**src/logic/bwt_fwd_pkg.sv**
```systemverilog
`default_nettype none

package bwt_fwd_pkg;

	// ------------------------------------------------------------
	// item status codes
	localparam int STATUS_W = 6;
	localparam logic [STATUS_W-1:0] ST_F_INIT  = 6'd0; // fresh read, no request sent yet
	localparam logic [STATUS_W-1:0] ST_F_RUN   = 6'd1;
	localparam logic [STATUS_W-1:0] ST_F_BREAK = 6'd2;
	localparam logic [STATUS_W-1:0] ST_BCK_INI = 6'd4; // handed over to backward phase
	localparam logic [STATUS_W-1:0] ST_BUBBLE  = 6'b110000; // empty slot

	// ------------------------------------------------------------
	// field widths
	localparam int QPOS_W     = 7; // forward i, min interval, curr pointer
	localparam logic [QPOS_W-1:0] READ_LEN = 7'd101;
	localparam int READ_NUM_W = 8;
	localparam int POS_W      = 64;
	localparam int QUERY_W    = 8; // codes above 3 are N
	localparam int ADDR_W     = 32;
	localparam int CURR_W     = 4 * POS_W; // info, x2, x1, x0

	localparam int DELAY_DEPTH = 12; // latency of the occurrence unit

	// one BWT position, either as a number or split for DRAM block access
	typedef union packed {
		logic [POS_W-1:0] raw;
		struct packed {
			logic [28:0] hi;
			logic [27:0] block; // 128-entry block index
			logic [6:0]  offset;
		} blk;
	} bwt_pos_u;

endpackage

`default_nettype wire
```
**src/logic/fwd_decide_stage.sv**
```systemverilog
`timescale 1ns/1ps
`default_nettype none

module fwd_decide_stage (
	input  logic Clk_32UI,
	input  logic reset_BWT_extend,
	input  logic stall_i,
	input  logic [bwt_fwd_pkg::STATUS_W-1:0] status_i,
	input  logic [bwt_fwd_pkg::QUERY_W-1:0] query_i,
	input  logic [bwt_fwd_pkg::QPOS_W-1:0] ptr_curr_i, forward_i_i, min_intv_i,
	input  logic [bwt_fwd_pkg::READ_NUM_W-1:0] read_num_i,
	input  logic [bwt_fwd_pkg::POS_W-1:0] ik_x0_i, ik_x1_i, ik_x2_i, ik_info_i,
	input  logic [bwt_fwd_pkg::POS_W-1:0] ok0_x0_i, ok0_x1_i, ok0_x2_i,
	input  logic [bwt_fwd_pkg::POS_W-1:0] ok1_x0_i, ok1_x1_i, ok1_x2_i,
	input  logic [bwt_fwd_pkg::POS_W-1:0] ok2_x0_i, ok2_x1_i, ok2_x2_i,
	input  logic [bwt_fwd_pkg::POS_W-1:0] ok3_x0_i, ok3_x1_i, ok3_x2_i,
	output logic curr_we_o,
	output logic [bwt_fwd_pkg::CURR_W-1:0] curr_data_o,
	output logic [bwt_fwd_pkg::QPOS_W-1:0] curr_addr_o,
	output logic [bwt_fwd_pkg::READ_NUM_W-1:0] curr_read_num_o,
	output logic ret_valid_o,
	output logic [bwt_fwd_pkg::QPOS_W-1:0] ret_o,
	output logic [bwt_fwd_pkg::READ_NUM_W-1:0] ret_read_num_o,
	output logic [bwt_fwd_pkg::POS_W-1:0] sel_x0_o, sel_x1_o, sel_x2_o,
	output logic update_ik_o,
	output logic add_i_o,
	output logic issue_req_o,
	output logic [bwt_fwd_pkg::STATUS_W-1:0] status_o,
	output logic [bwt_fwd_pkg::QPOS_W-1:0] ptr_curr_o, forward_i_o, min_intv_o,
	output logic [bwt_fwd_pkg::READ_NUM_W-1:0] read_num_o,
	output logic [bwt_fwd_pkg::POS_W-1:0] ik_x0_o, ik_x1_o, ik_x2_o, ik_info_o
);

	logic is_base;
	logic [bwt_fwd_pkg::POS_W-1:0] sel_x0, sel_x1, sel_x2;

	// ------------------------------------------------------------
	// forward extension uses the complement base, c picks ok[3-c]
	always_comb begin
		is_base = (query_i[bwt_fwd_pkg::QUERY_W-1:2] == '0);
		case (query_i[1:0])
			2'd0: begin
				sel_x0 = ok3_x0_i;
				sel_x1 = ok3_x1_i;
				sel_x2 = ok3_x2_i;
			end
			2'd1: begin
				sel_x0 = ok2_x0_i;
				sel_x1 = ok2_x1_i;
				sel_x2 = ok2_x2_i;
			end
			2'd2: begin
				sel_x0 = ok1_x0_i;
				sel_x1 = ok1_x1_i;
				sel_x2 = ok1_x2_i;
			end
			default: begin
				sel_x0 = ok0_x0_i;
				sel_x1 = ok0_x1_i;
				sel_x2 = ok0_x2_i;
			end
		endcase
	end

	// ------------------------------------------------------------
	always_ff @(posedge Clk_32UI) begin
		if (!reset_BWT_extend) begin
			status_o    <= bwt_fwd_pkg::ST_BUBBLE;
			curr_we_o   <= 1'b0;
			ret_valid_o <= 1'b0;
			update_ik_o <= 1'b0;
			add_i_o     <= 1'b0;
			issue_req_o <= 1'b0;
		end else if (!stall_i) begin
			curr_we_o   <= 1'b0; // defaults, overridden per status below
			ret_valid_o <= 1'b0;
			update_ik_o <= 1'b0;
			add_i_o     <= 1'b0;
			issue_req_o <= 1'b0;
			status_o    <= status_i;
			ptr_curr_o  <= ptr_curr_i;
			case (status_i)
				bwt_fwd_pkg::ST_F_RUN: begin
					if (!is_base) begin // N base ends the extension
						curr_we_o  <= 1'b1;
						ptr_curr_o <= ptr_curr_i + 1'b1;
						status_o   <= bwt_fwd_pkg::ST_F_BREAK;
					end else if (sel_x2 != ik_x2_i) begin
						curr_we_o  <= 1'b1; // interval shrank, keep the old one
						ptr_curr_o <= ptr_curr_i + 1'b1;
						if (sel_x2 < bwt_fwd_pkg::POS_W'(min_intv_i)) begin
							status_o <= bwt_fwd_pkg::ST_F_BREAK;
						end else begin
							update_ik_o <= 1'b1;
							add_i_o     <= 1'b1;
							issue_req_o <= 1'b1;
						end
					end else begin
						issue_req_o <= 1'b1; // same interval, still running
					end
				end
				bwt_fwd_pkg::ST_F_BREAK: begin
					ret_valid_o <= 1'b1;
					status_o    <= bwt_fwd_pkg::ST_BCK_INI;
					if (forward_i_i == bwt_fwd_pkg::READ_LEN) begin
						curr_we_o  <= 1'b1; // reached read end, save final ik
						ptr_curr_o <= ptr_curr_i + 1'b1;
					end
				end
				bwt_fwd_pkg::ST_F_INIT: begin
					status_o    <= bwt_fwd_pkg::ST_F_RUN;
					issue_req_o <= 1'b1;
				end
				default: begin
				end
			endcase
			curr_data_o     <= {ik_info_i, ik_x2_i, ik_x1_i, ik_x0_i};
			curr_addr_o     <= ptr_curr_i;
			curr_read_num_o <= read_num_i;
			ret_o           <= ik_info_i[bwt_fwd_pkg::QPOS_W-1:0];
			ret_read_num_o  <= read_num_i;
			sel_x0_o        <= sel_x0;
			sel_x1_o        <= sel_x1;
			sel_x2_o        <= sel_x2;
			read_num_o      <= read_num_i;
			ik_x0_o         <= ik_x0_i;
			ik_x1_o         <= ik_x1_i;
			ik_x2_o         <= ik_x2_i;
			ik_info_o       <= ik_info_i;
			forward_i_o     <= forward_i_i;
			min_intv_o      <= min_intv_i;
		end
	end

endmodule

`default_nettype wire

```
**config.mk**
```make
export PLATFORM = sky130hd
export DESIGN_NAME = fwd_decide_stage
export DESIGN_NICKNAME = d
export VERILOG_FILES = /design/src/logic/bwt_fwd_pkg.sv /design/src/logic/fwd_decide_stage.sv
export SDC_FILE = /design/constraint.sdc
export NUM_CORES = 1
export LEC_CHECK = 0
export BUFFER_PORTS_ARGS = -buffer_cell sky130_fd_sc_hd__buf_2
export CAP_MARGIN = 20
export CORE_AREA = 2 2 718 720
export CTS_CLUSTER_SIZE = 28
export DETAILED_ROUTE_END_ITERATION = 8
export DIE_AREA = 0 0 720 722
export PLACE_DENSITY = 0.3
export SKIP_LAST_GASP = 1
export SYNTH_ARGS = -nofsm -noshare
export SYNTH_HDL_FRONTEND = slang
export SYNTH_SLANG_ARGS = --single-unit
```
**constraint.sdc**
```tcl
create_clock -name Clk_32UI -period 24.1 [get_ports Clk_32UI]
set_input_delay 3.615 -clock Clk_32UI [delete_from_list [all_inputs] [get_ports Clk_32UI]]
set_output_delay 3.615 -clock Clk_32UI [all_outputs]
set_load 0.01 [all_outputs]
```
==> impl_metrics.csv <==
group,metric,value,unit
pwr,p_per_area,69.46,nW/µm²
clock_network,htree_levels,3,
sta,layout_min_cycle_time,7253,ps
global_route,grt_pass1_wl,410500,µm
sta,setup_tns,0,ps
yosys,synth-compound-area-share,1.250,%
yosys,ys_seq_area_share,63.46,%
sta,rsz0062_at_grt,"false",
yosys,netlist_instances,1285,
floorplanning,start_util,4.538,%
sta,maxSlewHeadroom,23.67,%
floorplanning,io_pins,1844,
detailed_routing,top_layer_used,"met5",
floorplanning,coreArea,511700,µm²
detailed_routing,vias,22876,
final_layout,postLayoutCellArea,41990,µm²
sta,layout_setup_ws,16850,ps
floorplanning,rows,263,
place,dpl_worst_slack,16010,ps
sta,clock_skew,0,ps
clock_network,clk-insertion-delay-late,740,ps
detailed_routing,drcViolationCount,0,
yosys,yosys_warnings,0,
global_route,grt-ovfl-total,0,
yosys,ys_types,55,
detailed_routing,met1_length,131900,µm
sta,hold_viol_final,0,
yosys,synth_top_family_by_area,"multiplexers",
sta,slew_viol_final,0,
detailed_routing,routed-wl-met2,159300,µm
pwr,ir_worst_vdd,0.05136,mV
yosys,synth_flop_cell,"edfxtp_1",
global_route,grt_pass1_vias,21418,
worst_setup_path,arrival,7750,ps
detailed_routing,viasPerCell,2.311,
worst_setup_path,cp-end-kind,"register",
yosys,synthArstFlopShare,0,%
worst_setup_path,critical_path.startpoint_type,"input pin",
floorplanning,die_x,720,µm
place,io_buffers,1843,
sta,worst_slew_pin_slew,1145,ps
clock_network,cts_buffers,85,
sta,fmax,137.9,MHz
detailed_routing,post_drt_wl_per_cell,36.75,µm
clock_network,clk_pin_slew,50,ps
place,hpwl,333900,µm
worst_setup_path,critPathKind,"in -> reg",
yosys,avgSynthCellArea,18.07,µm²
global_route,grt.total_usage,13.37,%
global_route,antenna_found_initial,458,
flow_run,maxCapViolations,0,
floorplanning,dieArea,519800,µm²
clock_network,cts-root-buf,"clkbuf_16",
clock_network,cts_resized,0,
pwr,power.leakage,15.24,nW
detailed_routing,met3WireLength,58230,µm
yosys,ys_seq_elements,494,
clock_network,cts.sinks,494,
clock_network,postCtsSetupRepairBufs,0,
yosys,synth-xor-area-share,2.414,%
clock_network,cts_tree,"yes",
final_layout,fillCellCount,59521,
worst_setup_path,required,24600,ps
run_status,status,"finished clean",
yosys,syn-num-nets,2362,
yosys,synth_fa_ha_area_share,0.3772,%
detailed_routing,ant_nets,0,
final_layout,area_growth,80.83,%
floorplanning,die_h,722,µm
detailed_routing,first_pass_iters,5,
clock_network,cts_hold_buffers,0,
yosys,syn_area,23220,µm²
yosys,synthMuxAreaShare,19.32,%
sta,setup_viol,0,
detailed_routing,routed_wl,363700,µm
worst_setup_path,crit_fanout,48,
place,place_area,38790,µm²
sta,period_share,30.09,%
yosys,synth-edff-count,484,
hold_path,hold_path_class,"reg -> reg",
detailed_routing,drtIter0Drc,2221,
clock_network,cts_buffer_depth,4,
place,place.gp.congestion,0.9963,
global_route,grt_max_degree,88,
yosys,synthSimpleGateAreaFrac,2.942,%
final_layout,drive_gt1_share,73.41,%
final_layout,final_nets,3983,
[cell usage after synthesis (5+ instances only)]
cell type	number	area, µm²
xnor2_1	53	464.2
dfxtp_1	10	200.2
a21oi_1	5	25.02
xor2_1	11	96.34
edfxtp_1	484	14530
nand4_1	29	181.4
clkbuf_1	19	71.32
buf_1	17	63.81
nor2_1	10	37.54
buf_2	7	35.03
mux2i_1	36	360.4
nand2_1	20	75.07
o31ai_1	5	37.54
inv_1	12	45.04
nor4_1	19	118.9
ha_1	7	87.58
nand3_1	11	55.05
nand2b_1	6	37.54
nor3_1	7	35.03
mux4_2	182	4099
buf_4	283	2125
o21ai_0	7	35.03
[per-stage QoR]
| stage | std cells | util, % | hold slack (ps) | power (mW) |
|---|---|---|---|---|
| after global routing | 9818 | 8.166 | 516.9 | 3.042 |
| final | 9898 | 8.205 | 485.3 | 2.916 |
| after floorplan | 1285 | - | 505.8 | 1.280 |
| after global placement | 9576 | 7.581 | 472.4 | 1.661 |
| after detailed placement | 9576 | 7.581 | 484.2 | 1.659 |
| after CTS | 9721 | 8.119 | 497.1 | 3.018 |
[flip-flops by register name (all words and copies together) (netlist names)]
register and count:
curr_addr_o 7, sel_x2_o 64, read_num_o 8, min_intv_o 7, add_i_o 1, forward_i_o 7, ptr_curr_o 7, status_o 6
issue_req_o 1, curr_we_o 1, ret_valid_o 1, sel_x1_o 64, sel_x0_o 64, curr_data_o 256
[report_power, final]
part	internal (mW)	switching, mW
Clock	0.749	0.548
Sequential	1.02	0.0377
Combinational	0.188	0.372
Total	1.96	0.958
[worst max-delay path: stages]
cell and delay [ps]:
buf_8 420, buf_4 820, mux4_2 650, xnor2_1 380, nand4_1 170, or4_4 460, nor4_4 380, buf_4 310
nor2_2 90, mux2_4 300
[metal layers]
layer	vias to the layer above	GRT usage (%)
met5	-	0
met4	308	3.541
met3	869	9.702
met2	1997	20.68
met1	11321	14.49
li1	8381	-
[path summary, 6_finish.rpt]
kind                                               start                  endpoint  slack [ps]  cells after the start
worst max-delay path                          query_i[0]   ptr_curr_o[1]$_DFFE_PP_       16850                     10
worst min-delay path            status_o[4]$_SDFFE_PN1N_  status_o[4]$_SDFFE_PN1N_         490                      2
worst max register to register  status_o[0]$_SDFFE_PN0N_  status_o[0]$_SDFFE_PN0N_       23380                      4
worst min register to register  status_o[4]$_SDFFE_PN1N_  status_o[4]$_SDFFE_PN1N_         490                      2
[final cells by class]
cell class / count / area (µm²) / share of cell area (%)
sequential: 494 / 14730 / 35.09
timing repair buffer: 1863 / 9419 / 22.43
tap: 6757 / 8454 / 20.14
multi-input combinational: 449 / 6126 / 14.59
clock buffer: 99 / 2190 / 5.215
clock inverter: 46 / 564.3 / 1.344
antenna: 177 / 442.9 / 1.055
inverter: 13 / 56.30 / 0.1341
[placed cells by master (no fill, tap or decap), types with 3 or more instances in the layout]
cell       instances
clkbuf_1          13
clkinv_1          11
a21oi_1            5
nor4b_1            3
clkinv_4           6
ha_1               7
mux2i_1           36
nor2_1            10
nand2b_1           6
edfxtp_1         484
nand4_1           29
buf_4             18
diode_2          177
inv_6              5
buf_2           1841
clkinv_2           9
xor2_1            11
nand2_1           20
xnor2_1           53
bufinv_16          9
nor3_1             7
o31ai_1            5
nor4_1            16
inv_1             11
nor4_2             3
nand3_1           11
mux4_2           182
o21ai_0            6
clkbuf_16         85
dfxtp_1           10
[kinds of logic (layout without fill, tap and decap cells)]
logic type | Yosys count | in the layout
AO/OA/AOI/OAI | 39 | 39
XOR/XNOR | 64 | 64
adder cells (fa/ha/maj) | 7 | 7
buffers and inverters | 342 | 2021
flip-flops | 494 | 494
multiplexers | 220 | 220
other | 0 | 177
AND/OR/NAND/NOR | 119 | 119
Power figures use the tool's default switching activity.
