**config.mk**
```make
export PLATFORM = sky130hd
export DESIGN_NAME = fwd_update_stage
export DESIGN_NICKNAME = d
export VERILOG_FILES = /design/src/logic/bwt_fwd_pkg.sv /design/src/logic/fwd_update_stage.sv
export SDC_FILE = /design/constraint.sdc
export NUM_CORES = 1
export LEC_CHECK = 0
export ABC_CLOCK_PERIOD_IN_PS = 33400
export BUFFER_PORTS_ARGS = -buffer_cell sky130_fd_sc_hd__buf_2
export CAP_MARGIN = 0
export CORE_AREA = 5 5 354 356
export CTS_CLUSTER_DIAMETER = 120
export DETAILED_ROUTE_END_ITERATION = 10
export DIE_AREA = 0 0 359 361
export PLACE_DENSITY = 0.57
export SYNTH_ARGS = -nofsm -noshare
export SYNTH_HDL_FRONTEND = slang
export SYNTH_SLANG_ARGS = --single-unit
```
**constraint.sdc**
```tcl
create_clock -name Clk_32UI -period 33.4 [get_ports Clk_32UI]
set_input_delay 0 -clock Clk_32UI [delete_from_list [all_inputs] [get_ports Clk_32UI]]
set_output_delay 0 -clock Clk_32UI [all_outputs]
set_load 0.02 [all_outputs]
```
**src/logic/bwt_fwd_pkg.sv**
```systemverilog
`default_nettype none

package bwt_fwd_pkg;

	// ------------------------------------------------------------
	// item status codes
	localparam int STATUS_W = 6;
	localparam logic [STATUS_W-1:0] ST_F_INIT  = 6'd0; // fresh read, no request sent yet
	localparam logic [STATUS_W-1:0] ST_F_RUN   = 6'd1;
	localparam logic [STATUS_W-1:0] ST_F_BREAK = 6'd2;
	localparam logic [STATUS_W-1:0] ST_BCK_INI = 6'd4; // handed over to backward phase
	localparam logic [STATUS_W-1:0] ST_BUBBLE  = 6'b110000; // empty slot

	// ------------------------------------------------------------
	// field widths
	localparam int QPOS_W     = 7; // forward i, min interval, curr pointer
	localparam logic [QPOS_W-1:0] READ_LEN = 7'd101;
	localparam int READ_NUM_W = 8;
	localparam int POS_W      = 64;
	localparam int QUERY_W    = 8; // codes above 3 are N
	localparam int ADDR_W     = 32;
	localparam int CURR_W     = 4 * POS_W; // info, x2, x1, x0

	localparam int DELAY_DEPTH = 12; // latency of the occurrence unit

	// one BWT position, either as a number or split for DRAM block access
	typedef union packed {
		logic [POS_W-1:0] raw;
		struct packed {
			logic [28:0] hi;
			logic [27:0] block; // 128-entry block index
			logic [6:0]  offset;
		} blk;
	} bwt_pos_u;

endpackage

`default_nettype wire
```
**src/logic/fwd_update_stage.sv**
```systemverilog
`timescale 1ns/1ps
`default_nettype none

module fwd_update_stage (
	input  logic Clk_32UI,
	input  logic reset_BWT_extend,
	input  logic stall_i,
	input  logic [bwt_fwd_pkg::POS_W-1:0] primary_i,
	input  logic [bwt_fwd_pkg::STATUS_W-1:0] status_i,
	input  logic [bwt_fwd_pkg::QPOS_W-1:0] ptr_curr_i, forward_i_i, min_intv_i,
	input  logic [bwt_fwd_pkg::READ_NUM_W-1:0] read_num_i,
	input  logic [bwt_fwd_pkg::POS_W-1:0] ik_x0_i, ik_x1_i, ik_x2_i, ik_info_i,
	input  logic [bwt_fwd_pkg::POS_W-1:0] sel_x0_i, sel_x1_i, sel_x2_i,
	input  logic update_ik_i,
	input  logic add_i_i,
	input  logic issue_req_i,
	output logic [bwt_fwd_pkg::STATUS_W-1:0] status_o,
	output logic [bwt_fwd_pkg::QPOS_W-1:0] ptr_curr_o, forward_i_o, min_intv_o,
	output logic [bwt_fwd_pkg::READ_NUM_W-1:0] read_num_o,
	output logic [bwt_fwd_pkg::POS_W-1:0] ik_x0_o, ik_x1_o, ik_x2_o, ik_info_o,
	output logic dram_valid_o,
	output logic [bwt_fwd_pkg::ADDR_W-1:0] addr_k_o, addr_l_o
);

	logic [bwt_fwd_pkg::QPOS_W-1:0] i_inc;
	logic [bwt_fwd_pkg::POS_W-1:0] nx0, nx1, nx2, ninfo;
	logic [bwt_fwd_pkg::POS_W-1:0] k_tmp, l_tmp;

	// step 1 registers
	logic [bwt_fwd_pkg::STATUS_W-1:0] s1_status;
	logic s1_issue;
	logic [bwt_fwd_pkg::QPOS_W-1:0] s1_ptr, s1_fi, s1_min;
	logic [bwt_fwd_pkg::READ_NUM_W-1:0] s1_read_num;
	logic [bwt_fwd_pkg::POS_W-1:0] s1_x0, s1_x1, s1_x2, s1_info;
	logic [bwt_fwd_pkg::POS_W-1:0] s1_k, s1_l;

	bwt_fwd_pkg::bwt_pos_u k_pos, l_pos;

	// ------------------------------------------------------------
	// step 1: new interval, next i and uncorrected lookup positions
	always_comb begin
		i_inc = forward_i_i + 1'b1;
		if (update_ik_i) begin
			nx0   = sel_x0_i;
			nx1   = sel_x1_i;
			nx2   = sel_x2_i;
			ninfo = {{(bwt_fwd_pkg::POS_W - bwt_fwd_pkg::QPOS_W){1'b0}}, i_inc};
		end else begin
			nx0   = ik_x0_i;
			nx1   = ik_x1_i;
			nx2   = ik_x2_i;
			ninfo = ik_info_i;
		end
		k_tmp = nx1 - 1'b1;
		l_tmp = k_tmp + nx2;
	end

	always_ff @(posedge Clk_32UI) begin
		if (!reset_BWT_extend) begin
			s1_status <= bwt_fwd_pkg::ST_BUBBLE;
			s1_issue  <= 1'b0;
		end else if (!stall_i) begin
			s1_status   <= status_i;
			s1_issue    <= issue_req_i;
			s1_ptr      <= ptr_curr_i;
			s1_read_num <= read_num_i;
			s1_fi       <= add_i_i ? i_inc : forward_i_i; // i++
			s1_min      <= min_intv_i;
			s1_x0       <= nx0;
			s1_x1       <= nx1;
			s1_x2       <= nx2;
			s1_info     <= ninfo;
			s1_k        <= k_tmp;
			s1_l        <= l_tmp;
		end
	end

	// ------------------------------------------------------------
	// step 2: primary correction and DRAM block request
	always_comb begin
		k_pos.raw = (s1_k >= primary_i) ? s1_k - 1'b1 : s1_k;
		l_pos.raw = (s1_l >= primary_i) ? s1_l - 1'b1 : s1_l;
	end

	always_ff @(posedge Clk_32UI) begin
		if (!reset_BWT_extend) begin
			status_o     <= bwt_fwd_pkg::ST_BUBBLE;
			dram_valid_o <= 1'b0;
		end else if (!stall_i) begin
			status_o     <= s1_status;
			dram_valid_o <= s1_issue;
			addr_k_o     <= s1_issue ? {k_pos.blk.block, 4'b0000} : '0;
			addr_l_o     <= s1_issue ? {l_pos.blk.block, 4'b0000} : '0;
			ptr_curr_o   <= s1_ptr;
			read_num_o   <= s1_read_num;
			forward_i_o  <= s1_fi;
			min_intv_o   <= s1_min;
			ik_x0_o      <= s1_x0;
			ik_x1_o      <= s1_x1;
			ik_x2_o      <= s1_x2;
			ik_info_o    <= s1_info;
		end else begin
			dram_valid_o <= 1'b0; // request must not repeat while stalled
			addr_k_o     <= '0;
			addr_l_o     <= '0;
		end
	end

endmodule

`default_nettype wire

```
==> flow_summary_export.csv, run 1 <==
group,metric,value,unit
worst_hold_path,min_path_cells,2,
worst_setup_path,required,33.81,ns
drt,wire_per_inst,23.0,um
worst_setup_path,cp_max_fo,76,
die,dieArea,130000,um^2
worst_setup_path,ff2ff_setup_slack,28.75,ns
worst_setup_path,crit_path_cell_trace,"buf_8, buf_4, mux2i_1, o21ai_1, nor4_4, nand3b_1, or2_2, nor2_1, o21ai_0, nor2_1, xor2_1, ha_1, nand2_1, o21ai_0, a41oi_1, o21ai_0, inv_1, a2111oi_0, o21ai_0, nand3b_1, o21ai_0, xor2_1",
clock_tree,cts_buffers,90,
worst_setup_path,end_kind,"flip-flop",
worst_setup_path,endpoint,"s1_l[60]$_DFFE_PP_",
timing,hold_slack,0.0623,ns
clock_tree,cts.reportedPaths.clkPinSlew,0.06,ns
clock_tree,cts_max_path_buffers,3,
timing,clock_skew,0.0191,ns
clock_tree,worstSkewPairLatency,0.69,ns
logic_synthesis,yosysUniqueCellTypes,77,
die,ioPinCount,909,
drt,remaining_drc_errors,0,
clock_tree,cts_htree_levels,3,
placement,portBuffers,900,
drt,ant_nets,0,
final_layout,fill_cells,11400,
die,initial_core_util,29.2,%
global_route,grt_pass1_vias,26700,
clock_tree,cts.sinks,768,
logic_synthesis,ys.flop_type,"edfxtp_1",
drt,finalWirelength,131000,um
timing,slew_headroom,25.8,%
worst_hold_path,hold_start,"min_intv_i[4]",
drt,via_per_inst,4.69,
placement,dp_hpwl,100000,um
global_route,overflow,0,
worst_setup_path,reg2reg_to,"addr_l_o[17]$_SDFFCE_PP0P_",
worst_setup_path,critPathMaxStageDelay,0.71,ns
logic_synthesis,synth_area,35500,um^2
final_layout,synthToLayoutAreaGrowth,42.1,%
global_route,antenna_found_initial,34,
power_and_ir_drop,ir_worst_vdd,0.0000375,V
timing,grt_setup_unrepaired,"false",
worst_setup_path,crit_family,"compound AO/OA/AOI/OAI gates",
clock_tree,cts_hold_buf,560,
die,dieWidth,359,um
clock_tree,cts_root_buf,"clkbuf_16",
timing,final-hold-violation-count,0,
worst_setup_path,crit_path_frequent_cell,"o21ai_0",
clock_tree,post_cts_buffers,0,
global_route,grt_pass1_wl,184000,um
drt,via_count,26800,
timing,slew_violations,0,
worst_setup_path,rr_worst_depth,11,
clock_tree,ctsResizeCount,0,
drt,drtIter0Drc,1754,
logic_synthesis,synth-seq-area-share,64.6,%
logic_synthesis,ys_async_sr_fraction,0,%
power_and_ir_drop,power_density,51.0,nW/um^2
placement,gp_congestion,0.886,
logic_synthesis,synth_edf_count,754,
timing,post-route-min-period,6.39,ns
global_route,grt_start_max_net_pins,185,
worst_setup_path,critPathArrivalTime,6.80,ns
global_route,grt_usage,19.4,%
worst_hold_path,hp-class,"primary input to flip-flop",
die,num_rows,128,
timing,fin_crit_sh,19.1,%
outcome,status,"finished, final reports clean",
logic_synthesis,synthCells,2502,
worst_setup_path,cp_slowest_cell,"buf_4",
logic_synthesis,syn_area_per_cell,14.2,um^2
final_layout,layout.nets,4739,
power_and_ir_drop,leakage,20.2,nW
die,fp.dieH,361,um
clock_tree,tritoncts,"done",
timing,tns,0,ns
timing,timing.fmax,157,MHz
die,fp.coreArea,121000,um^2
drt,firstDrtPassIters,5,
worst_setup_path,crit_path_start,"update_ik_i",
timing,finalSetupViolCount,0,
worst_setup_path,critical_path_class,"primary input to flip-flop",
logic_synthesis,yosys_warnings,0,
final_layout,layout-drive-gt1-share,31.0,%
worst_setup_path,rr_startpoint,"s1_l[62]$_DFFE_PP_",
logic_synthesis,ys_seq_elements,768,
timing,max_slew.worst_pin.slew,1.11,ns
worst_setup_path,start_kind,"primary input",
worst_setup_path,cp_num_cells,22,
run,drv_cap,0,
worst_setup_path,crit_buf_inv,3,
[synthesized netlist by cell type (11+ instances only)]
library cell / instances / area (um^2)
nand3_1: 23 / 115
clkbuf_1: 63 / 236
inv_1: 111 / 417
ha_1: 194 / 2430
nor3_1: 44 / 220
nand2b_1: 17 / 106
and3_1: 11 / 68.8
xor2_1: 58 / 508
mux2_2: 167 / 1880
nor2b_1: 78 / 488
dfxtp_1: 14 / 280
a21o_1: 93 / 698
nand2_1: 95 / 357
nand4_1: 44 / 275
mux2i_1: 40 / 400
a31oi_1: 14 / 87.6
or3_1: 22 / 138
a21oi_1: 147 / 736
o21ai_0: 71 / 355
or4_1: 20 / 150
nor2_1: 122 / 458
edfxtp_1: 754 / 22600
o21bai_1: 18 / 135
xnor2_1: 96 / 841
or2_2: 12 / 75.1
nor4_1: 28 / 175
[per-stage QoR]
| stage | setup slack [ns] | area, um^2 | instances | utilization, % | power (mW) |
|---|---|---|---|---|---|
| floorplan | 0.712 | 35500 | 2509 | - | 1.43 |
| finish | 27.01 | 50400 | 5703 | 41.5 | 2.57 |
| global placement | 26.43 | 41800 | 4964 | 34.4 | 1.54 |
| global route | 26.43 | 50400 | 5694 | 41.5 | 2.69 |
| detailed placement | 26.25 | 41800 | 4964 | 34.4 | 1.54 |
| CTS | 27.05 | 50400 | 5690 | 41.5 | 2.61 |
[final cells by class]
type	count	area (um^2)	share of cell area, %
well taps	1625	2030	4.03
clock inverters	62	626	1.24
flip-flops and latches	768	22900	45.5
repair buffers	1478	10300	20.4
inverters	111	417	0.826
diodes	13	32.5	0.0645
clock buffers	104	2340	4.63
multi-input cells	1542	11800	23.4
[sequential cells by signal, summed over array words and instances, names as in the netlist, 8 cells and up]
signal	cells
addr_k_o	28
s1_l	64
s1_info	64
ik_info_o	64
read_num_o	8
addr_l_o	28
s1_read_num	8
s1_x0	64
ik_x0_o	64
s1_x1	64
s1_k	64
s1_x2	64
ik_x1_o	64
ik_x2_o	64
[where the power goes]
part           internal [mW]  switching, mW  total [mW]
clock network          0.569          0.418       0.987
registers               1.14         0.0284        1.17
logic                  0.187          0.232       0.419
[metal layers]
| layer | track usage (%) | wire, um |
|---|---|---|
| met1 | 25.7 | 56600 |
| met4 | 6.02 | 3700 |
| met2 | 31.5 | 61800 |
| met5 | 0 | 55 |
| met3 | 4.64 | 9230 |
[cell families (layout without fill, tap and decap cells)]
group | Yosys count | count (layout) | share of synthesized area, %
DFF | 768 | 768 | 64.6
and+or+nand+nor | 553 | 553 | 8.39
AOI/OAI and AO/OA | 423 | 423 | 7.49
muxes | 209 | 209 | 6.51
buffers and inverters | 199 | 1755 | 2.31
adders and majority gates | 195 | 195 | 6.90
xor gates and xnor gates | 154 | 154 | 3.80
other | 1 | 21 | 0.0106
[worst min-delay path by stage]
stage	endpoint	slack [ns]
3_5_place_dp	s1_ptr[2]$_DFFE_PP_	0.18
6_report	s1_min[4]$_DFFE_PP_	0.06
2_1_floorplan	s1_min[0]$_DFFE_PP_	0.1
4_1_cts	s1_l[45]$_DFFE_PP_	0.00006
5_1_grt	s1_min[4]$_DFFE_PP_	0.02
3_3_place_gp	s1_read_num[1]$_DFFE_PP_	0.18
[layout by cell type (no fill, tap or decap), types with 93 or more instances in the layout]
cell	count
a21o_1	93
nor2_1	122
a21oi_1	147
ha_1	194
dlygate4sd3_1	560
buf_2	899
mux2_2	167
nand2_1	95
edfxtp_1	754
xnor2_1	96
inv_1	111
Power figures use the tool's default switching activity.
==> run 2, diff against run 1 <==
Settings changed: ABC_CLOCK_PERIOD_IN_PS 33400 to 5950, PLACE_DENSITY 0.57 to 0.55.
Clock period 33.4 ns to 5.95 ns, I/O delays scaled along.
==> run 2 against run 1 <==
Net effect: global-route usage up 0.24 points; utilization increased by 0.097 points; critical endpoint is now s1_l[61]$_DFFE_PP_; final area is 0.23% higher; cell count rose by 0.18%; combinational power increased to 5.6 times the previous value; die area unchanged.
==> flow_summary_export.csv, run 2 (same netlist as run 1, synthesis figures left out) <==
group,metric,value,unit
die,num_rows,128,
timing,timing.fmax,178,MHz
worst_setup_path,cp_slowest_cell,"or4b_2",
power_and_ir_drop,switching_share,25.7,%
clock_tree,post_cts_buffers,0,
timing,fin_crit_sh,94.3,%
placement,gp_congestion,0.889,
die,fp.dieH,361,um
worst_setup_path,crit_path_start,"sel_x1_i[3]",
worst_setup_path,start_kind,"primary input",
timing,slew_headroom,28.2,%
timing,slew_violations,0,
global_route,grt_start_max_net_pins,155,
worst_setup_path,critical_path_class,"primary input to flip-flop",
placement,dp_hpwl,102000,um
worst_setup_path,critPathArrivalTime,6.01,ns
worst_setup_path,crit_path_frequent_cell,"dlygate4sd3_1",
die,fp.coreArea,121000,um^2
final_layout,layout-drive-gt1-share,31.4,%
timing,max_slew.worst_pin.slew,1.07,ns
worst_setup_path,end_kind,"flip-flop",
placement,post_dp_cell_area,42100,um^2
clock_tree,cts_buffers,91,
worst_hold_path,hold_start,"ptr_curr_i[0]",
die,dieWidth,359,um
final_layout,final_common_cell,"buf_2",
outcome,status,"finished, final reports clean",
power_and_ir_drop,switchingPower,3.74,mW
timing,final-hold-violation-count,0,
clock_tree,cts_htree_levels,3,
drt,drtIter0Drc,1767,
final_layout,layout.nets,4746,
power_and_ir_drop,leakage,20.3,nW
power_and_ir_drop,power_density,288,nW/um^2
global_route,antenna_found_initial,46,
clock_tree,cts.reportedPaths.clkPinSlew,0.06,ns
worst_setup_path,critPathMaxStageDelay,0.67,ns
timing,finalSetupViolCount,0,
final_layout,design_area,50500,um^2
power_and_ir_drop,p_int,10.8,mW
power_and_ir_drop,sequentialPowerShare,45.1,%
run,drv_cap,0,
worst_setup_path,required,6.35,ns
worst_setup_path,cp_max_fo,5,
power_and_ir_drop,ir_worst_vdd,0.000260,V
drt,firstDrtPassIters,5,
final_layout,layout_common_cells,"buf_2, edfxtp_1, dlygate4sd3_1, ha_1, mux2_2",
power_and_ir_drop,comb_power_share,16.1,%
clock_tree,cts_max_path_buffers,3,
timing,grt_setup_unrepaired,"false",
die,ioPinCount,909,
drt,via_count,26800,
die,dieArea,130000,um^2
global_route,grt_usage,19.6,%
global_route,overflow,0,
clock_tree,cts_root_buf,"clkbuf_16",
final_layout,synthToLayoutAreaGrowth,42.4,%
clock_tree,tritoncts,"done",
placement,portBuffers,900,
global_route,grt_pass1_wl,187000,um
global_route,grt_pass1_vias,27100,
worst_setup_path,rr_startpoint,"s1_l[63]$_DFFE_PP_",
worst_hold_path,hp-class,"primary input to flip-flop",
clock_tree,cts.sinks,768,
drt,finalWirelength,133000,um
timing,post-route-min-period,5.61,ns
clock_tree,worstSkewPairLatency,0.67,ns
drt,via_per_inst,4.69,
final_layout,utilization,41.6,%
die,initial_core_util,29.2,%
worst_setup_path,crit_path_cell_trace,"dlygate4sd3_1, buf_2, mux2i_1, dlygate4sd3_1, nand3_1, nor3_2, dlygate4sd3_1, xnor2_1, ha_1, nand3_1, or2_2, or4b_2, a31oi_1, nor4_1, buf_4, o31ai_1, nand2_1, o41ai_4, a311oi_1, xnor2_1",
drt,wire_per_inst,23.3,um
drt,ant_nets,0,
timing,clock_skew,0.0259,ns
power_and_ir_drop,clock_power_share,38.8,%
drt,remaining_drc_errors,0,
run 2: changes by cell type in the layout (fill, tap and decap cells not counted), sizes merged:
| cell | before | now |
|---|---|---|
| buf | 918 | 941 |
| clkbuf | 104 | 116 |
| clkinv | 37 | 31 |
| diode | 13 | 17 |
| bufinv | 8 | 11 |
| inv | 118 | 117 |
| dlygate4sd3 | 560 | 543 |
| clkinvlp | 10 | 2 |
run 2: area by class of cell:
type | instances | area (um^2)
clock inverter | 50 | 566
inverter | 111 | 417
tap | 1625 | 2030
fill | 11400 | 70900
sequential | 768 | 22900
multi-input combinational | 1542 | 11800
timing repair buffer | 1484 | 10300
clock buffer | 116 | 2420
antenna | 17 | 42.5
run 2: worst paths after layout:
check | endpoint | slack, ns | cells after the start
worst min register to register | ik_x2_o[50]$_DFFE_PP_ | 0.40 | 0
worst max-delay path | s1_l[61]$_DFFE_PP_ | 0.34 | 20
worst min-delay path | s1_ptr[0]$_DFFE_PP_ | 0.06 | 2
worst max register to register | addr_l_o[17]$_SDFFCE_PP0P_ | 1.35 | 11
run 2: power groups by stage:
stage	clock [mW]	sequential (mW)	combinational, mW
6_report	5.64	6.56	2.35
5_1_grt	6.04	6.58	2.56
4_1_cts	5.80	6.55	2.35
3_5_place_dp	0	6.66	1.99
3_3_place_gp	0	6.65	1.98
2_1_floorplan	0	6.77	1.12
run 2: repair_timing:
item,4_1_cts,5_1_grt
gates resized for setup,0,3
setup endpoints to repair,0,4
hold buffers,542,1
endpoints found under the hold margin,371,1
run 2: through the flow:
stage                     worst slack [ns]   TNS, ns  hold WS (ns)  total power [mW]  cells
final                                0.338         0        0.0622              14.5   5713
after global routing                 0.136         0        0.0212              15.2   5700
after CTS                            0.236         0      0.000797              14.7   5695
after detailed placement            0.0857         0         0.178              8.65   4987
after global placement               0.161         0         0.176              8.63   4987
after floorplan                      -5.06  -3532.66        0.0989              7.89   2509
run 2: layer usage:
layer,vias to the layer above,GRT usage [%],share of wire (%)
li1,12500,-,-
met1,13100,25.3,42
met2,910,32.7,48
met3,203,5.67,7.4
met4,30,4.72,2.5
met5,-,0,0.13
run 2: worst max-delay path, delay by kind of cell:
family                     cells  cell delay [ns]
AOI/OAI and AO/OA              4             1.33
xor gates and xnor gates       2             0.29
adders and majority gates      1             0.41
buffers and inverters          5             2.05
muxes                          1             0.13
and+or+nand+nor                7             1.82
