**src/logic/bwt_fwd_pkg.sv**
```systemverilog
`default_nettype none

package bwt_fwd_pkg;

	// ------------------------------------------------------------
	// item status codes
	localparam int STATUS_W = 6;
	localparam logic [STATUS_W-1:0] ST_F_INIT  = 6'd0; // fresh read, no request sent yet
	localparam logic [STATUS_W-1:0] ST_F_RUN   = 6'd1;
	localparam logic [STATUS_W-1:0] ST_F_BREAK = 6'd2;
	localparam logic [STATUS_W-1:0] ST_BCK_INI = 6'd4; // handed over to backward phase
	localparam logic [STATUS_W-1:0] ST_BUBBLE  = 6'b110000; // empty slot

	// ------------------------------------------------------------
	// field widths
	localparam int QPOS_W     = 7; // forward i, min interval, curr pointer
	localparam logic [QPOS_W-1:0] READ_LEN = 7'd101;
	localparam int READ_NUM_W = 8;
	localparam int POS_W      = 64;
	localparam int QUERY_W    = 8; // codes above 3 are N
	localparam int ADDR_W     = 32;
	localparam int CURR_W     = 4 * POS_W; // info, x2, x1, x0

	localparam int DELAY_DEPTH = 12; // latency of the occurrence unit

	// one BWT position, either as a number or split for DRAM block access
	typedef union packed {
		logic [POS_W-1:0] raw;
		struct packed {
			logic [28:0] hi;
			logic [27:0] block; // 128-entry block index
			logic [6:0]  offset;
		} blk;
	} bwt_pos_u;

endpackage

`default_nettype wire
```
**src/logic/fwd_entry_stage.sv**
```systemverilog
`timescale 1ns/1ps
`default_nettype none

module fwd_entry_stage (
	input  logic Clk_32UI,
	input  logic reset_BWT_extend,
	input  logic stall_i,
	input  logic [bwt_fwd_pkg::POS_W-1:0] primary_i,
	input  logic [bwt_fwd_pkg::STATUS_W-1:0] status_i,
	input  logic [bwt_fwd_pkg::QUERY_W-1:0] query_i,
	input  logic [bwt_fwd_pkg::QPOS_W-1:0] ptr_curr_i,
	input  logic [bwt_fwd_pkg::READ_NUM_W-1:0] read_num_i,
	input  logic [bwt_fwd_pkg::POS_W-1:0] ik_x0_i, ik_x1_i, ik_x2_i, ik_info_i,
	input  logic [bwt_fwd_pkg::QPOS_W-1:0] forward_i_i,
	input  logic [bwt_fwd_pkg::QPOS_W-1:0] min_intv_i,
	output logic [bwt_fwd_pkg::STATUS_W-1:0] status_o,
	output logic [bwt_fwd_pkg::QUERY_W-1:0] query_o,
	output logic [bwt_fwd_pkg::QPOS_W-1:0] ptr_curr_o,
	output logic [bwt_fwd_pkg::READ_NUM_W-1:0] read_num_o,
	output logic [bwt_fwd_pkg::POS_W-1:0] ik_x0_o, ik_x1_o, ik_x2_o, ik_info_o,
	output logic [bwt_fwd_pkg::QPOS_W-1:0] forward_i_o,
	output logic [bwt_fwd_pkg::QPOS_W-1:0] min_intv_o,
	output logic occ_valid_o,
	output logic [bwt_fwd_pkg::POS_W-1:0] occ_k_o,
	output logic [bwt_fwd_pkg::POS_W-1:0] occ_l_o
);

	logic [bwt_fwd_pkg::POS_W-1:0] k_tmp;
	logic [bwt_fwd_pkg::POS_W-1:0] l_tmp;
	logic [bwt_fwd_pkg::STATUS_W-1:0] st_next;

	always_comb begin
		k_tmp = ik_x1_i - 1'b1; // interval start minus one
		l_tmp = k_tmp + ik_x2_i; // interval end
		st_next = status_i;
		if (status_i == bwt_fwd_pkg::ST_F_RUN && forward_i_i >= bwt_fwd_pkg::READ_LEN) begin
			st_next = bwt_fwd_pkg::ST_F_BREAK; // whole read consumed
		end
	end

	always_ff @(posedge Clk_32UI) begin
		if (!reset_BWT_extend) begin
			status_o    <= bwt_fwd_pkg::ST_BUBBLE;
			occ_valid_o <= 1'b0;
		end else if (!stall_i) begin
			status_o    <= st_next;
			occ_valid_o <= (st_next == bwt_fwd_pkg::ST_F_RUN) ||
				(st_next == bwt_fwd_pkg::ST_F_INIT);
			// the primary row is not stored in the BWT, skip over it
			occ_k_o     <= (k_tmp >= primary_i) ? k_tmp - 1'b1 : k_tmp;
			occ_l_o     <= (l_tmp >= primary_i) ? l_tmp - 1'b1 : l_tmp;
			query_o     <= query_i;
			ptr_curr_o  <= ptr_curr_i;
			read_num_o  <= read_num_i;
			ik_x0_o     <= ik_x0_i;
			ik_x1_o     <= ik_x1_i;
			ik_x2_o     <= ik_x2_i;
			ik_info_o   <= ik_info_i;
			forward_i_o <= forward_i_i;
			min_intv_o  <= min_intv_i;
		end
	end

endmodule

`default_nettype wire

```
**config.mk**
```make
export PLATFORM = sky130hd
export DESIGN_NAME = fwd_entry_stage
export DESIGN_NICKNAME = d
export VERILOG_FILES = /design/src/logic/bwt_fwd_pkg.sv /design/src/logic/fwd_entry_stage.sv
export SDC_FILE = /design/constraint.sdc
export NUM_CORES = 1
export LEC_CHECK = 0
export ABC_AREA = 1
export ABC_CLOCK_PERIOD_IN_PS = 21900
export BUFFER_PORTS_ARGS = -buffer_cell sky130_fd_sc_hd__buf_2
export CORE_AREA = 5 5 306 308
export DETAILED_ROUTE_END_ITERATION = 16
export DIE_AREA = 0 0 311 313
export GPL_TIMING_DRIVEN = 0
export PLACE_DENSITY = 0.54
export SYNTH_ARGS = -nofsm -noshare
export SYNTH_HDL_FRONTEND = slang
export SYNTH_SLANG_ARGS = --single-unit
```
**constraint.sdc**
```tcl
create_clock -name Clk_32UI -period 21.9 [get_ports Clk_32UI]
set_clock_uncertainty 0.05 [all_clocks]
set_input_delay 3.285 -clock Clk_32UI [delete_from_list [all_inputs] [get_ports Clk_32UI]]
set_output_delay 3.285 -clock Clk_32UI [all_outputs]
set_load 0.05 [all_outputs]
```
==> impl_summary.md, run 1 <==
Run status
The flow ran to the end, and the final reports show no timing, DRC or antenna violations.

Detailed routing
The detailed router finished its first iteration with 1765 violations. The via total after detailed routing is 27646. The first detailed-routing pass ran for 8 iterations.

For this run, design rule violations remaining after detail routing come to 0. The post-route antenna net violation count is 0. The final layout contains routed wiring with a total length of 124300 µm. In the final routing, the length of wire on met1 measures 47300 µm. Signal routing reaches up to met5. Wire segments on met3 add up to 8004 µm in the final route. The wire length per cell is 21.39 µm.

Using the TritonRoute via totals, the vias-per-cell ratio works out to 4.757. The total length of routed met2 wires is 64240 µm.

Place
Summing all placed instances gives a cell area of 34760 µm². The worst slack after detailed placement is 10.33 ns. In this run, placement finished with an instance count of 5719. At the end of routability-driven placement, the weighted congestion stood at 0.9803. The HPWL after detailed placement is 108400 µm. The count of buffers added on input and output ports is 792.

Synthesis
The count of flip-flops with a built-in enable after synthesis is 421. The number of different library cells in the post-synthesis netlist is 45. The average cell area after synthesis is 7.776 µm².

The most common cell in the synthesized netlist is sky130_fd_sc_hd__nand2_1. The async set or reset register ratio after synthesis is 0%. For this run, the leading register cell type out of synthesis is sky130_fd_sc_hd__edfxtp_1. The mapped netlist covers 28970 µm². The number of synthesis warnings is 0. In the synthesized netlist, the cells that appear most often are sky130_fd_sc_hd__nand2_1, sky130_fd_sc_hd__inv_1, sky130_fd_sc_hd__nor2_1.

Summing the sequential cell areas from Yosys gives 44.12% of the chip area. Synthesis produced 3726 cells. The total of flip-flops plus latches after synthesis is 428. The area share of the leading cell type in the synthesized netlist is 43.63%.

After synthesis, the cell types taking the most area are sky130_fd_sc_hd__edfxtp_1, sky130_fd_sc_hd__nand2_1, sky130_fd_sc_hd__ha_1. The number of nets handed over by synthesis was 4290. The cell type contributing the most total cell area after synthesis is sky130_fd_sc_hd__edfxtp_1.

Flow run
The tool flagged a number of max-cap violations equal to 0.

Worst hold path
The path class of the tightest hold or removal check is reg2reg.

Global routing
The aggregate global routing overflow is 0. The largest net degree at the start of global routing is 35. The global-route wire length before repair is 176700 µm. The global-route total usage across every layer is 24.44%. The via count of the first global-routing pass is 27373. The initial antenna violation count is 7.

Critical path
STA classifies the critical path startpoint as a primary input. The largest individual stage delay along the critical path comes from the cell sky130_fd_sc_hd__nor4_1. The arrival time reported for the critical path endpoint is 11.28 ns. The kind of capture point of the worst setup path is a flop. The most numerous cell type found on the critical path is sky130_fd_sc_hd__nand2_1. The delay of the slowest critical-path stage is 0.79 ns. The class of the most critical setup path is in2reg. Along the worst path, the maximum fanout reaches 6. The data required time of the critical path is 22.23 ns.

Pwr
The switching share of total power is 36.97%. The peak ir drop on the vdd network is 0.00006387 V. Combinational logic burns 30.1% of the power. The clock network accounts for 32.4% of the total power.

The internal power of the cells totals 1.660 mW. For this design the ratio of total power to cell area is 72.30 nW/µm². In this run the static leakage power is 17.81 nW.

The share of power burned in registers is 37.5%. In this run the power spent charging and discharging nets is 0.9736 mW.

STA
The number of pins with negative max-slew slack in the final report is 0. The post-route setup TNS is 0 ns. The ratio of final minimum period to clock period is 50.01%. Setup repair after global routing left no endpoint under its margin. Headroom to the max-slew limit came out at 34.41%. The total count of hold-check failures in the final report is 0. The worst path needs 10.95 ns of the cycle, external delays included. Based on the critical path, the design can be clocked at up to 91.30 MHz. The worst-margin pin slew is 0.9749 ns.

Across all setup checks in the final design, the least slack found is 10.95 ns. Setup violations remaining at the end of the flow were counted as 0.

Cells and area
The utilization after layout is 40.10%. After filler insertion, the fill cell instance count of the layout stands at 9579. The cell area after layout is 36430 µm². For this run, the number of standard cells in the final layout without fillers is 5812. Relative to the synthesized area, the layout overhead comes to 25.73%. The number of antenna diodes in the final layout is 0. In the final design database the tool counted 5149 nets. Cells with a size suffix above 1 make up 21.88% of the layout.

Clocking
The maximum count of clock buffers along a single path is 3. The total number of clock tree sinks is 428. For this design, the CTS-stage hold fixing added 0 buffers. The H-tree was split into 2 levels. Clock-pin slew was measured on the worst setup and hold paths at 0.06 ns. The clock tree root buffer cell is sky130_fd_sc_hd__clkbuf_16. The later pin in the worst-skew pair is clocked with a latency of 0.62 ns. The post-cts resize count is 0. Post-CTS timing repair inserted 0 buffers for setup. TritonCTS built the clock tree. TritonCTS created 50 clock buffers.

Floorplanning
The die footprint is 97340 µm². For this configuration, the core starts out at a cell density of 31.90%. The region available for standard cell placement spans 90830 µm². The top-level I/O count is 794.

The floorplan step set the die height to 313 µm. The die outline width is 311 µm. In this run the core area contains 111 standard-cell rows.
==> path summary, 6_finish.rpt <==
kind	from	endpoint	slack, ns	cells past startpoint
max	ik_x1_i[13]	occ_l_o[57]$_DFFE_PP_	10.95	35
min	occ_valid_o$_SDFFE_PN0N_	occ_valid_o$_SDFFE_PN0N_	0.40	2
max reg2reg	status_o[4]$_SDFFE_PN1N_	status_o[4]$_SDFFE_PN1N_	21.21	2
min reg2reg	occ_valid_o$_SDFFE_PN0N_	occ_valid_o$_SDFFE_PN0N_	0.40	2
==> cell families after synthesis <==
family,after synthesis,share of synthesized area (%)
adder cells (fa/ha/maj),198,8.577
flip-flops,428,44.12
buffers and inverters,667,8.654
AND/OR/NAND/NOR,2103,30.56
AO/OA/AOI/OAI,178,3.213
XOR/XNOR,152,4.880
==> power by group through the flow <==
stage	Clock [mW]	Sequential (mW)	Combinational, mW
4_1_cts	0.882	0.987	0.795
3_5_place_dp	0	1.00	0.792
2_1_floorplan	0	1.22	0.315
5_1_grt	0.918	0.991	0.860
3_3_place_gp	0	1.02	0.779
6_report	0.855	0.986	0.793
==> cells in the final DEF (no fill, tap or decap), types with 3 or more instances in the layout <==
cell / count
sky130_fd_sc_hd__a21oi_1: 113
sky130_fd_sc_hd__and2_1: 3
sky130_fd_sc_hd__buf_12: 11
sky130_fd_sc_hd__buf_16: 4
sky130_fd_sc_hd__buf_2: 795
sky130_fd_sc_hd__bufinv_16: 5
sky130_fd_sc_hd__clkbuf_1: 11
sky130_fd_sc_hd__clkbuf_16: 50
sky130_fd_sc_hd__clkbuf_8: 3
sky130_fd_sc_hd__clkinv_1: 12
sky130_fd_sc_hd__clkinv_2: 9
sky130_fd_sc_hd__dfxtp_1: 7
sky130_fd_sc_hd__edfxtp_1: 421
sky130_fd_sc_hd__ha_1: 197
sky130_fd_sc_hd__inv_1: 641
sky130_fd_sc_hd__inv_2: 15
sky130_fd_sc_hd__inv_6: 5
sky130_fd_sc_hd__nand2_1: 1215
sky130_fd_sc_hd__nand2_2: 23
sky130_fd_sc_hd__nand3_1: 213
sky130_fd_sc_hd__nand3_2: 10
sky130_fd_sc_hd__nand3b_1: 6
sky130_fd_sc_hd__nand4_1: 71
sky130_fd_sc_hd__nor2_1: 450
sky130_fd_sc_hd__nor2_2: 41
sky130_fd_sc_hd__nor2_4: 10
sky130_fd_sc_hd__nor3_1: 34
sky130_fd_sc_hd__nor3_2: 5
sky130_fd_sc_hd__nor3_4: 3
sky130_fd_sc_hd__nor4_1: 10
sky130_fd_sc_hd__o211ai_1: 4
sky130_fd_sc_hd__o21ai_0: 43
sky130_fd_sc_hd__o21ai_1: 6
sky130_fd_sc_hd__o21bai_1: 5
sky130_fd_sc_hd__xnor2_1: 20
sky130_fd_sc_hd__xor2_1: 121
sky130_fd_sc_hd__xor2_2: 10
==> per-stage QoR <==
stage | hold slack [ns] | power, mW
after detailed placement | 0.3964 | 1.796
after global routing | 0.4374 | 2.769
final | 0.4010 | 2.634
after CTS | 0.4064 | 2.664
after floorplan | 0.6272 | 1.540
after global placement | 0.3961 | 1.801
==> flip-flops by register name, summed over array words and instances, names as in the netlist, 7 cells and up <==
name / count
ik_info_o: 64
ik_x0_o: 64
ik_x1_o: 64
ik_x2_o: 64
occ_k_o: 64
occ_l_o: 64
query_o: 8
read_num_o: 8
forward_i_o: 7
min_intv_o: 7
ptr_curr_o: 7
==> metal layers <==
layer | GRT usage, % | up-vias
li1 | - | 13636
met1 | 27.54 | 12822
met2 | 46.10 | 1003
met3 | 4.813 | 183
met4 | 8.220 | 2
met5 | 0 | -
==> worst max-delay path: cells and delay by family <==
family	cells	cell delay, ns
buffers and inverters	6	0.94
adders and majority gates	2	0.75
and+or+nand+nor	26	5.84
xor gates and xnor gates	1	0.44
==> final cells by class <==
class / instances / area [µm²] / share of cell area (%)
timing repair buffer: 807 / 4294 / 11.79
sequential: 428 / 12780 / 35.09
inverter: 660 / 2477 / 6.801
clock inverter: 33 / 349.1 / 0.9583
tap: 1186 / 1484 / 4.074
clock buffer: 60 / 1319 / 3.620
buffer: 7 / 30.03 / 0.08244
multi-input combinational: 2631 / 13690 / 37.58
Note: power is estimated with default switching activity, not from simulation.
==> inputs of run 2 (changes only) <==
--- a/config.mk
+++ b/config.mk
@@ -6,7 +6,7 @@
 export NUM_CORES = 1
 export LEC_CHECK = 0
 export ABC_AREA = 1
-export ABC_CLOCK_PERIOD_IN_PS = 21900
+export ABC_CLOCK_PERIOD_IN_PS = 9200
 export BUFFER_PORTS_ARGS = -buffer_cell sky130_fd_sc_hd__buf_2
 export CORE_AREA = 5 5 306 308
 export DETAILED_ROUTE_END_ITERATION = 16
==> constraint.sdc (replaced) <==
create_clock -name Clk_32UI -period 9.2 [get_ports Clk_32UI]
set_clock_uncertainty 0.05 [all_clocks]
set_input_delay 1.38 -clock Clk_32UI [delete_from_list [all_inputs] [get_ports Clk_32UI]]
set_output_delay 1.38 -clock Clk_32UI [all_outputs]
set_load 0.05 [all_outputs]
==> impl_summary.md, run 2 (synthesis gave the netlist of run 1 again) <==
Global routing
The initial antenna violation count is 7. Entering global routing, the biggest net connects 35 pins. The aggregate global routing overflow is 0. The first global-routing pass estimated 176200 µm of wire.

The via count of the first global-routing pass is 27439. The global-route total usage across every layer is 24.39%.

Critical path
The worst-path maximum fanout is 7. STA classifies the critical path startpoint as a primary input. The critical path's slowest cell is sky130_fd_sc_hd__nor2_1. The number of buffer and inverter stages on the critical path is 9. The kind of capture point of the worst setup path is a flop. The delay of the slowest critical-path stage is 0.56 ns.

The top cell family by delay on the critical path is simple AND/OR/NAND/NOR gates. Among the stages of the critical path, the cell type that occurs most often is sky130_fd_sc_hd__nand2_1. The setup path with the least slack is of type in2reg. STA puts the critical path data required time at 9.53 ns.

The arrival time reported for the critical path endpoint is 9.18 ns.

Detailed routing
The number of search-and-repair iterations in the first detailed-routing pass is 6. The initial DRC count is 1734. The wire length per cell is 21.34 µm. The post-route antenna net violation count is 0. In the routed design, unresolved DRC markers number 0. The final route contains 27709 vias. The ratio of routed vias to standard cells is 4.768.

After detailed routing, the total wire length is 124000 µm.

Clocking
Once the clock tree was built, the setup fixing pass inserted 0 buffers. The number of levels the H-tree was split into is 2. The total number of clock tree sinks is 428. Clock-pin slew was measured on the worst setup and hold paths at 0.06 ns. The total clock buffers created by CTS is 50. The clock passes through at most 3 buffers. The post-cts resize count is 0. In this run the clock root is driven by a sky130_fd_sc_hd__clkbuf_16. The CTS tree is built.

The hold buffer count at CTS is 0. The insertion delay to the later sink of the worst-skew pair is 0.62 ns.

STA
After layout, the minimum clock period comes to 8.852 ns. The final hold slack is 0.4140 ns. The ratio of final minimum period to clock period is 96.21%. The count of endpoints failing setup in the final report is 0. The achievable frequency is 113.0 MHz. At the pin with the least slew margin, the transition time is 0.9266 ns.

The worst-case headroom to the max-slew limit is 37.75%. The number of pins with negative max-slew slack in the final report came to 0. The total count of hold-check failures in the final report came to 0. Setup repair after global routing left no endpoint under its margin.

Floorplanning
The die footprint is 97340 µm². The die is 311 µm wide. The overall die height is 313 µm. Pin placement for this block handled 794 I/O pins. The initial standard-cell utilization of the core is 31.90%. The floorplan has 111 rows. The area of the core region is 90830 µm².

Run status
The run finished with clean final reports.

Pwr
In this run the power density over the cells is 171.1 nW/µm². In this run the static leakage power is 17.77 nW. The peak ir drop on the vdd network is 0.0001319 V.

Cells and area
The cell area after layout is 36350 µm². The most frequent standard cell in the layout excluding fill and tap cells is sky130_fd_sc_hd__nand2_1. Leaving out fill and tap cells, the most frequent cells in the layout are sky130_fd_sc_hd__nand2_1, sky130_fd_sc_hd__buf_2, sky130_fd_sc_hd__inv_1, sky130_fd_sc_hd__nor2_1, sky130_fd_sc_hd__edfxtp_1. The count of nets after finishing is 5148. Of the cells placed in the final design, the portion with a size suffix greater than 1 is 21.84%.

The area added between synthesis and finish is 25.47%.

Place
In this run the cell area measured after placement is 34720 µm². The number of buffers inserted by port buffering is 792. The final weighted congestion in routability-driven placement is 0.9730. The HPWL after detailed placement is 108100 µm.

Worst hold path
The min-delay analysis places its worst path in the category reg2reg.

Flow run
The tool flagged a number of max-cap violations equal to 0.
-- run 2: layer usage --
layer  vias up  routed length, µm  track usage (%)
met1     12824              47020            27.49
met4         0               5239            8.885
li1      13646                  -                -
met2      1040              63780            45.90
met5         -                  0                0
met3       199               7971            4.489
-- run 2: per-stage QoR --
stage,total power [mW],setup TNS [ns],setup slack [ns],instances,utilization [%]
global placement,4.266,-916.53,-2.263,5704,37.90
CTS,6.288,0,0.2742,5810,40.01
finish,6.220,0,0.3485,5811,40.02
detailed placement,4.270,-1.788,-0.3897,5718,38.22
global route,6.533,0,0.02711,5810,40.02
floorplan,3.651,0,0.8294,3726,-
-- run 2: power breakdown --
group / leakage, nW / total (mW) / internal [mW] / switching [mW]
logic: 13.0 / 1.88 / 0.460 / 1.42
registers: 4.01 / 2.35 / 2.31 / 0.0347
clock network: 0.793 / 1.99 / 1.14 / 0.852
total: 17.8 / 6.22 / 3.91 / 2.31
-- run 2: path summary, 6_finish.rpt --
check                      startpoint                       end  slack (ns)  depth (start not counted)
min          occ_valid_o$_SDFFE_PN0N_  occ_valid_o$_SDFFE_PN0N_        0.41                          2
min reg2reg  occ_valid_o$_SDFFE_PN0N_  occ_valid_o$_SDFFE_PN0N_        0.41                          2
max                        ik_x1_i[0]     occ_l_o[57]$_DFFE_PP_        0.35                         37
max reg2reg  status_o[4]$_SDFFE_PN1N_  status_o[4]$_SDFFE_PN1N_        8.52                          2
-- run 2: area by class of cell --
| class | instances | area, µm² |
|---|---|---|
| Antenna cell | 1 | 2.502 |
| Buffer | 7 | 30.03 |
| Clock buffer | 59 | 1305 |
| Clock inverter | 33 | 321.6 |
| Fill cell | 9528 | 54480 |
| Inverter | 660 | 2477 |
| Multi-Input combinational cell | 2631 | 13700 |
| Sequential cell | 428 | 12780 |
| Tap cell | 1186 | 1484 |
| Timing Repair Buffer | 806 | 4252 |
-- run 2: tightest hold or removal path: stages (launching register included) --
cell                      delay, ns
sky130_fd_sc_hd__dfxtp_1       0.31
sky130_fd_sc_hd__nand3_1       0.06
sky130_fd_sc_hd__nand2_1       0.05
==> inputs of run 3 (changes only) <==
--- a/config.mk
+++ b/config.mk
@@ -8,11 +8,12 @@
 export ABC_AREA = 1
 export ABC_CLOCK_PERIOD_IN_PS = 9200
 export BUFFER_PORTS_ARGS = -buffer_cell sky130_fd_sc_hd__buf_2
-export CORE_AREA = 5 5 306 308
+export CORE_AREA = 5 5 303 305
 export DETAILED_ROUTE_END_ITERATION = 16
-export DIE_AREA = 0 0 311 313
+export DIE_AREA = 0 0 308 310
+export GPL_ROUTABILITY_DRIVEN = 0
 export GPL_TIMING_DRIVEN = 0
-export PLACE_DENSITY = 0.54
+export PLACE_DENSITY = 0.55
 export SYNTH_ARGS = -nofsm -noshare
 export SYNTH_HDL_FRONTEND = slang
 export SYNTH_SLANG_ARGS = --single-unit
==> impl_summary.md, run 3 (synthesis gave the netlist of run 1 again) <==
Global routing
The global-route total usage across every layer is 24.37%. The via count of the first global-routing pass was 26868. The aggregate global routing overflow is 0. The initial antenna violation count is 8.

The largest net degree at the start of global routing is 38. The global-route wire length before repair is 171800 µm.

Floorplanning
The area of the core region is 89050 µm². The initial standard-cell utilization of the core is 32.54%. The floorplan step defined a die boundary enclosing 95480 µm².

The initialized floorplan defines 110 standard-cell rows. 794 I/O pins were placed. In this run the horizontal extent of the chip is 308 µm. The overall die height is 310 µm.

Flow run
Max-cap violations in this run came to 0.

Critical path
The largest individual stage delay along the critical path comes from the cell sky130_fd_sc_hd__nor4_2. The top cell family by delay on the critical path is simple AND/OR/NAND/NOR gates. STA puts the critical path data arrival time at 9.11 ns. The critical path contains buffers and inverters numbering 5 combined. By startpoint and endpoint, the worst setup path is classified as in2reg. The logic depth of the worst register-to-register path is 2. The data required time of the critical path is 9.53 ns.

The kind of start point of the critical path is a primary input. The start of the worst register-to-register path is status_o[4]$_SDFFE_PN1N_. STA classifies the critical path endpoint as a flop. In this run the register-to-register setup slack is 8.49 ns. The largest single stage delay on the critical path is 0.60 ns. The most prevalent standard cell on the critical path is sky130_fd_sc_hd__nand2_1. The worst register-to-register path ends at status_o[4]$_SDFFE_PN1N_. In this run the worst path has a maximum fanout of 7.

Pwr
The peak ir drop on the vdd network is 0.0001578 V. Summed over all cells, the static leakage comes to 17.80 nW. Overall power consumption after layout is estimated at 6.277 mW.

Dividing total power by cell area gives a power density of 172.4 nW/µm².

Clocking
The number of levels the H-tree was split into is 2. TritonCTS built the clock tree. Buffers added to address setup during post-CTS repair amount to 0. At the later pin of the worst-skew pair, clock insertion delay measures 0.62 ns. The maximum count of clock buffers along a single path is 3. Buffers inserted during clock tree synthesis total 53. The clock-pin transition on the worst setup and hold timing paths is 0.06 ns.

The total number of clock tree sinks is 428. The clock tree root buffer cell is sky130_fd_sc_hd__clkbuf_16. In this run, post-CTS hold repair placed 0 buffers.

Cells and area
The final layout contains 5151 nets. The ratio of cells with drive above 1 in the final layout is 21.90%. The most frequent standard cell in the layout excluding fill and tap cells is sky130_fd_sc_hd__nand2_1.

Leaving out fill and tap cells, the most frequent cells in the layout are sky130_fd_sc_hd__nand2_1, sky130_fd_sc_hd__buf_2, sky130_fd_sc_hd__inv_1, sky130_fd_sc_hd__nor2_1, sky130_fd_sc_hd__edfxtp_1. The area added between synthesis and finish is 25.64%. After filler insertion, the fill cell instance count of the layout stands at 9245.

Worst hold path
The path class of the lowest-slack min-delay path is reg2reg. The worst hold path begins at occ_valid_o$_SDFFE_PN0N_. The hold-critical path endpoint is occ_valid_o$_SDFFE_PN0N_. The worst hold path was traced through 2 stages.

Place
The HPWL after detailed placement is 106400 µm. The worst slack after detailed placement is -0.3433 ns. During placement, the flow inserted port buffers numbering 792.

STA
The achievable frequency is 113.8 MHz. Setup repair after global routing left no endpoint under its margin. The number of pins with negative max-slew slack in the final report was 0. Across all setup checks in the final design, the least slack found is 0.4163 ns. The total count of hold-check failures in the final report was 0. After layout, the worst path uses 95.48% of the clock period. The minimum period implied by the final worst setup slack is 8.784 ns. For the pin with the worst max-slew slack, the measured transition is 0.8954 ns. The count of endpoints failing setup in the final report is 0. The worst pin sits at a relative slew slack of 39.76%. Setup total negative slack on the finished layout was measured at 0 ns.

Detailed routing
Summing over every cut layer, the via total after detailed routing is 27838. The number of search-and-repair iterations in the first detailed-routing pass is 5. After detailed routing, the average wire length per cell comes to 21.12 µm. In the routed design, unresolved DRC markers number 0. The final layout contains routed wiring with a total length of 122700 µm.

In the routed layout, each cell is associated on average with a via count of 4.792. The post-route antenna net violation count is 0. The initial DRC count is 2172.

Run status
The run finished with clean final reports.
run 3: cell count changes in the layout (fill, tap and decap cells not counted):
cell / change
sky130_fd_sc_hd__clkinv_1: +1
sky130_fd_sc_hd__diode_2: +1
sky130_fd_sc_hd__clkbuf_16: +3
sky130_fd_sc_hd__clkbuf_8: -2
sky130_fd_sc_hd__clkbuf_1: +2
sky130_fd_sc_hd__inv_6: +2
sky130_fd_sc_hd__inv_8: +1
sky130_fd_sc_hd__clkinv_2: +2
sky130_fd_sc_hd__clkinv_8: -1
sky130_fd_sc_hd__inv_16: -1
run 3: per-stage QoR:
stage / hold WS, ns / utilization [%] / cell area (µm²) / instances
after floorplan: 0.6272 / - / 28980 / 3726
after global routing: 0.4393 / 40.88 / 36400 / 5808
final: 0.4067 / 40.88 / 36400 / 5809
after detailed placement: 0.4013 / 38.97 / 34700 / 5708
after global placement: 0.3969 / 38.65 / 34420 / 5694
after CTS: 0.4094 / 40.87 / 36390 / 5807
run 3: final cells by class:
class	instances	area, µm²	share of cell area (%)
clock buffers	62	1360	3.736
well taps	1176	1471	4.042
multi-input cells	2631	13700	37.63
flip-flops and latches	428	12780	35.11
plain buffers	7	30.03	0.08249
diodes	2	5.005	0.01375
clock inverters	37	327.8	0.9005
repair buffers	806	4252	11.68
inverters	660	2477	6.806
run 3: how the worst max path moves through the flow:
stage | depth (start not counted) | end | startpoint
2_1_floorplan | 2 | forward_i_o[0]$_DFFE_PP_ | stall_i
3_3_place_gp | 2 | occ_k_o[21]$_DFFE_PP_ | stall_i
3_5_place_dp | 35 | occ_l_o[49]$_DFFE_PP_ | ik_x1_i[0]
4_1_cts | 33 | occ_l_o[49]$_DFFE_PP_ | ik_x1_i[0]
5_1_grt | 35 | occ_l_o[49]$_DFFE_PP_ | ik_x1_i[0]
6_report | 30 | occ_l_o[49]$_DFFE_PP_ | ik_x1_i[0]
run 3: what timing repair did:
action | 4_1_cts | 5_1_grt
endpoints found under the hold margin | 0 | 0
gates resized for setup | 0 | 1
setup endpoints to repair | 0 | 2
run 3: per-layer routing:
layer / up-vias / GRT usage (%) / part of all wire (%)
met1: 12883 / 27.98 / 37
met2: 1100 / 45.71 / 51
met3: 202 / 4.458 / 7.6
met5: - / 0 / 0.023
met4: 4 / 8.172 / 3.9
li1: 13649 / - / -
run 3: worst reg2reg max path, cell delays in order, from the launching register on:
cell                      delay (ns)
sky130_fd_sc_hd__dfxtp_1        0.31
sky130_fd_sc_hd__a21oi_1        0.13
sky130_fd_sc_hd__o21ai_0        0.09
run 3: report_power, final:
part / total [mW] / switching (mW) / internal [mW]
clock: 2.05 / 0.867 / 1.18
sequential: 2.35 / 0.0370 / 2.31
combinational: 1.88 / 1.42 / 0.461
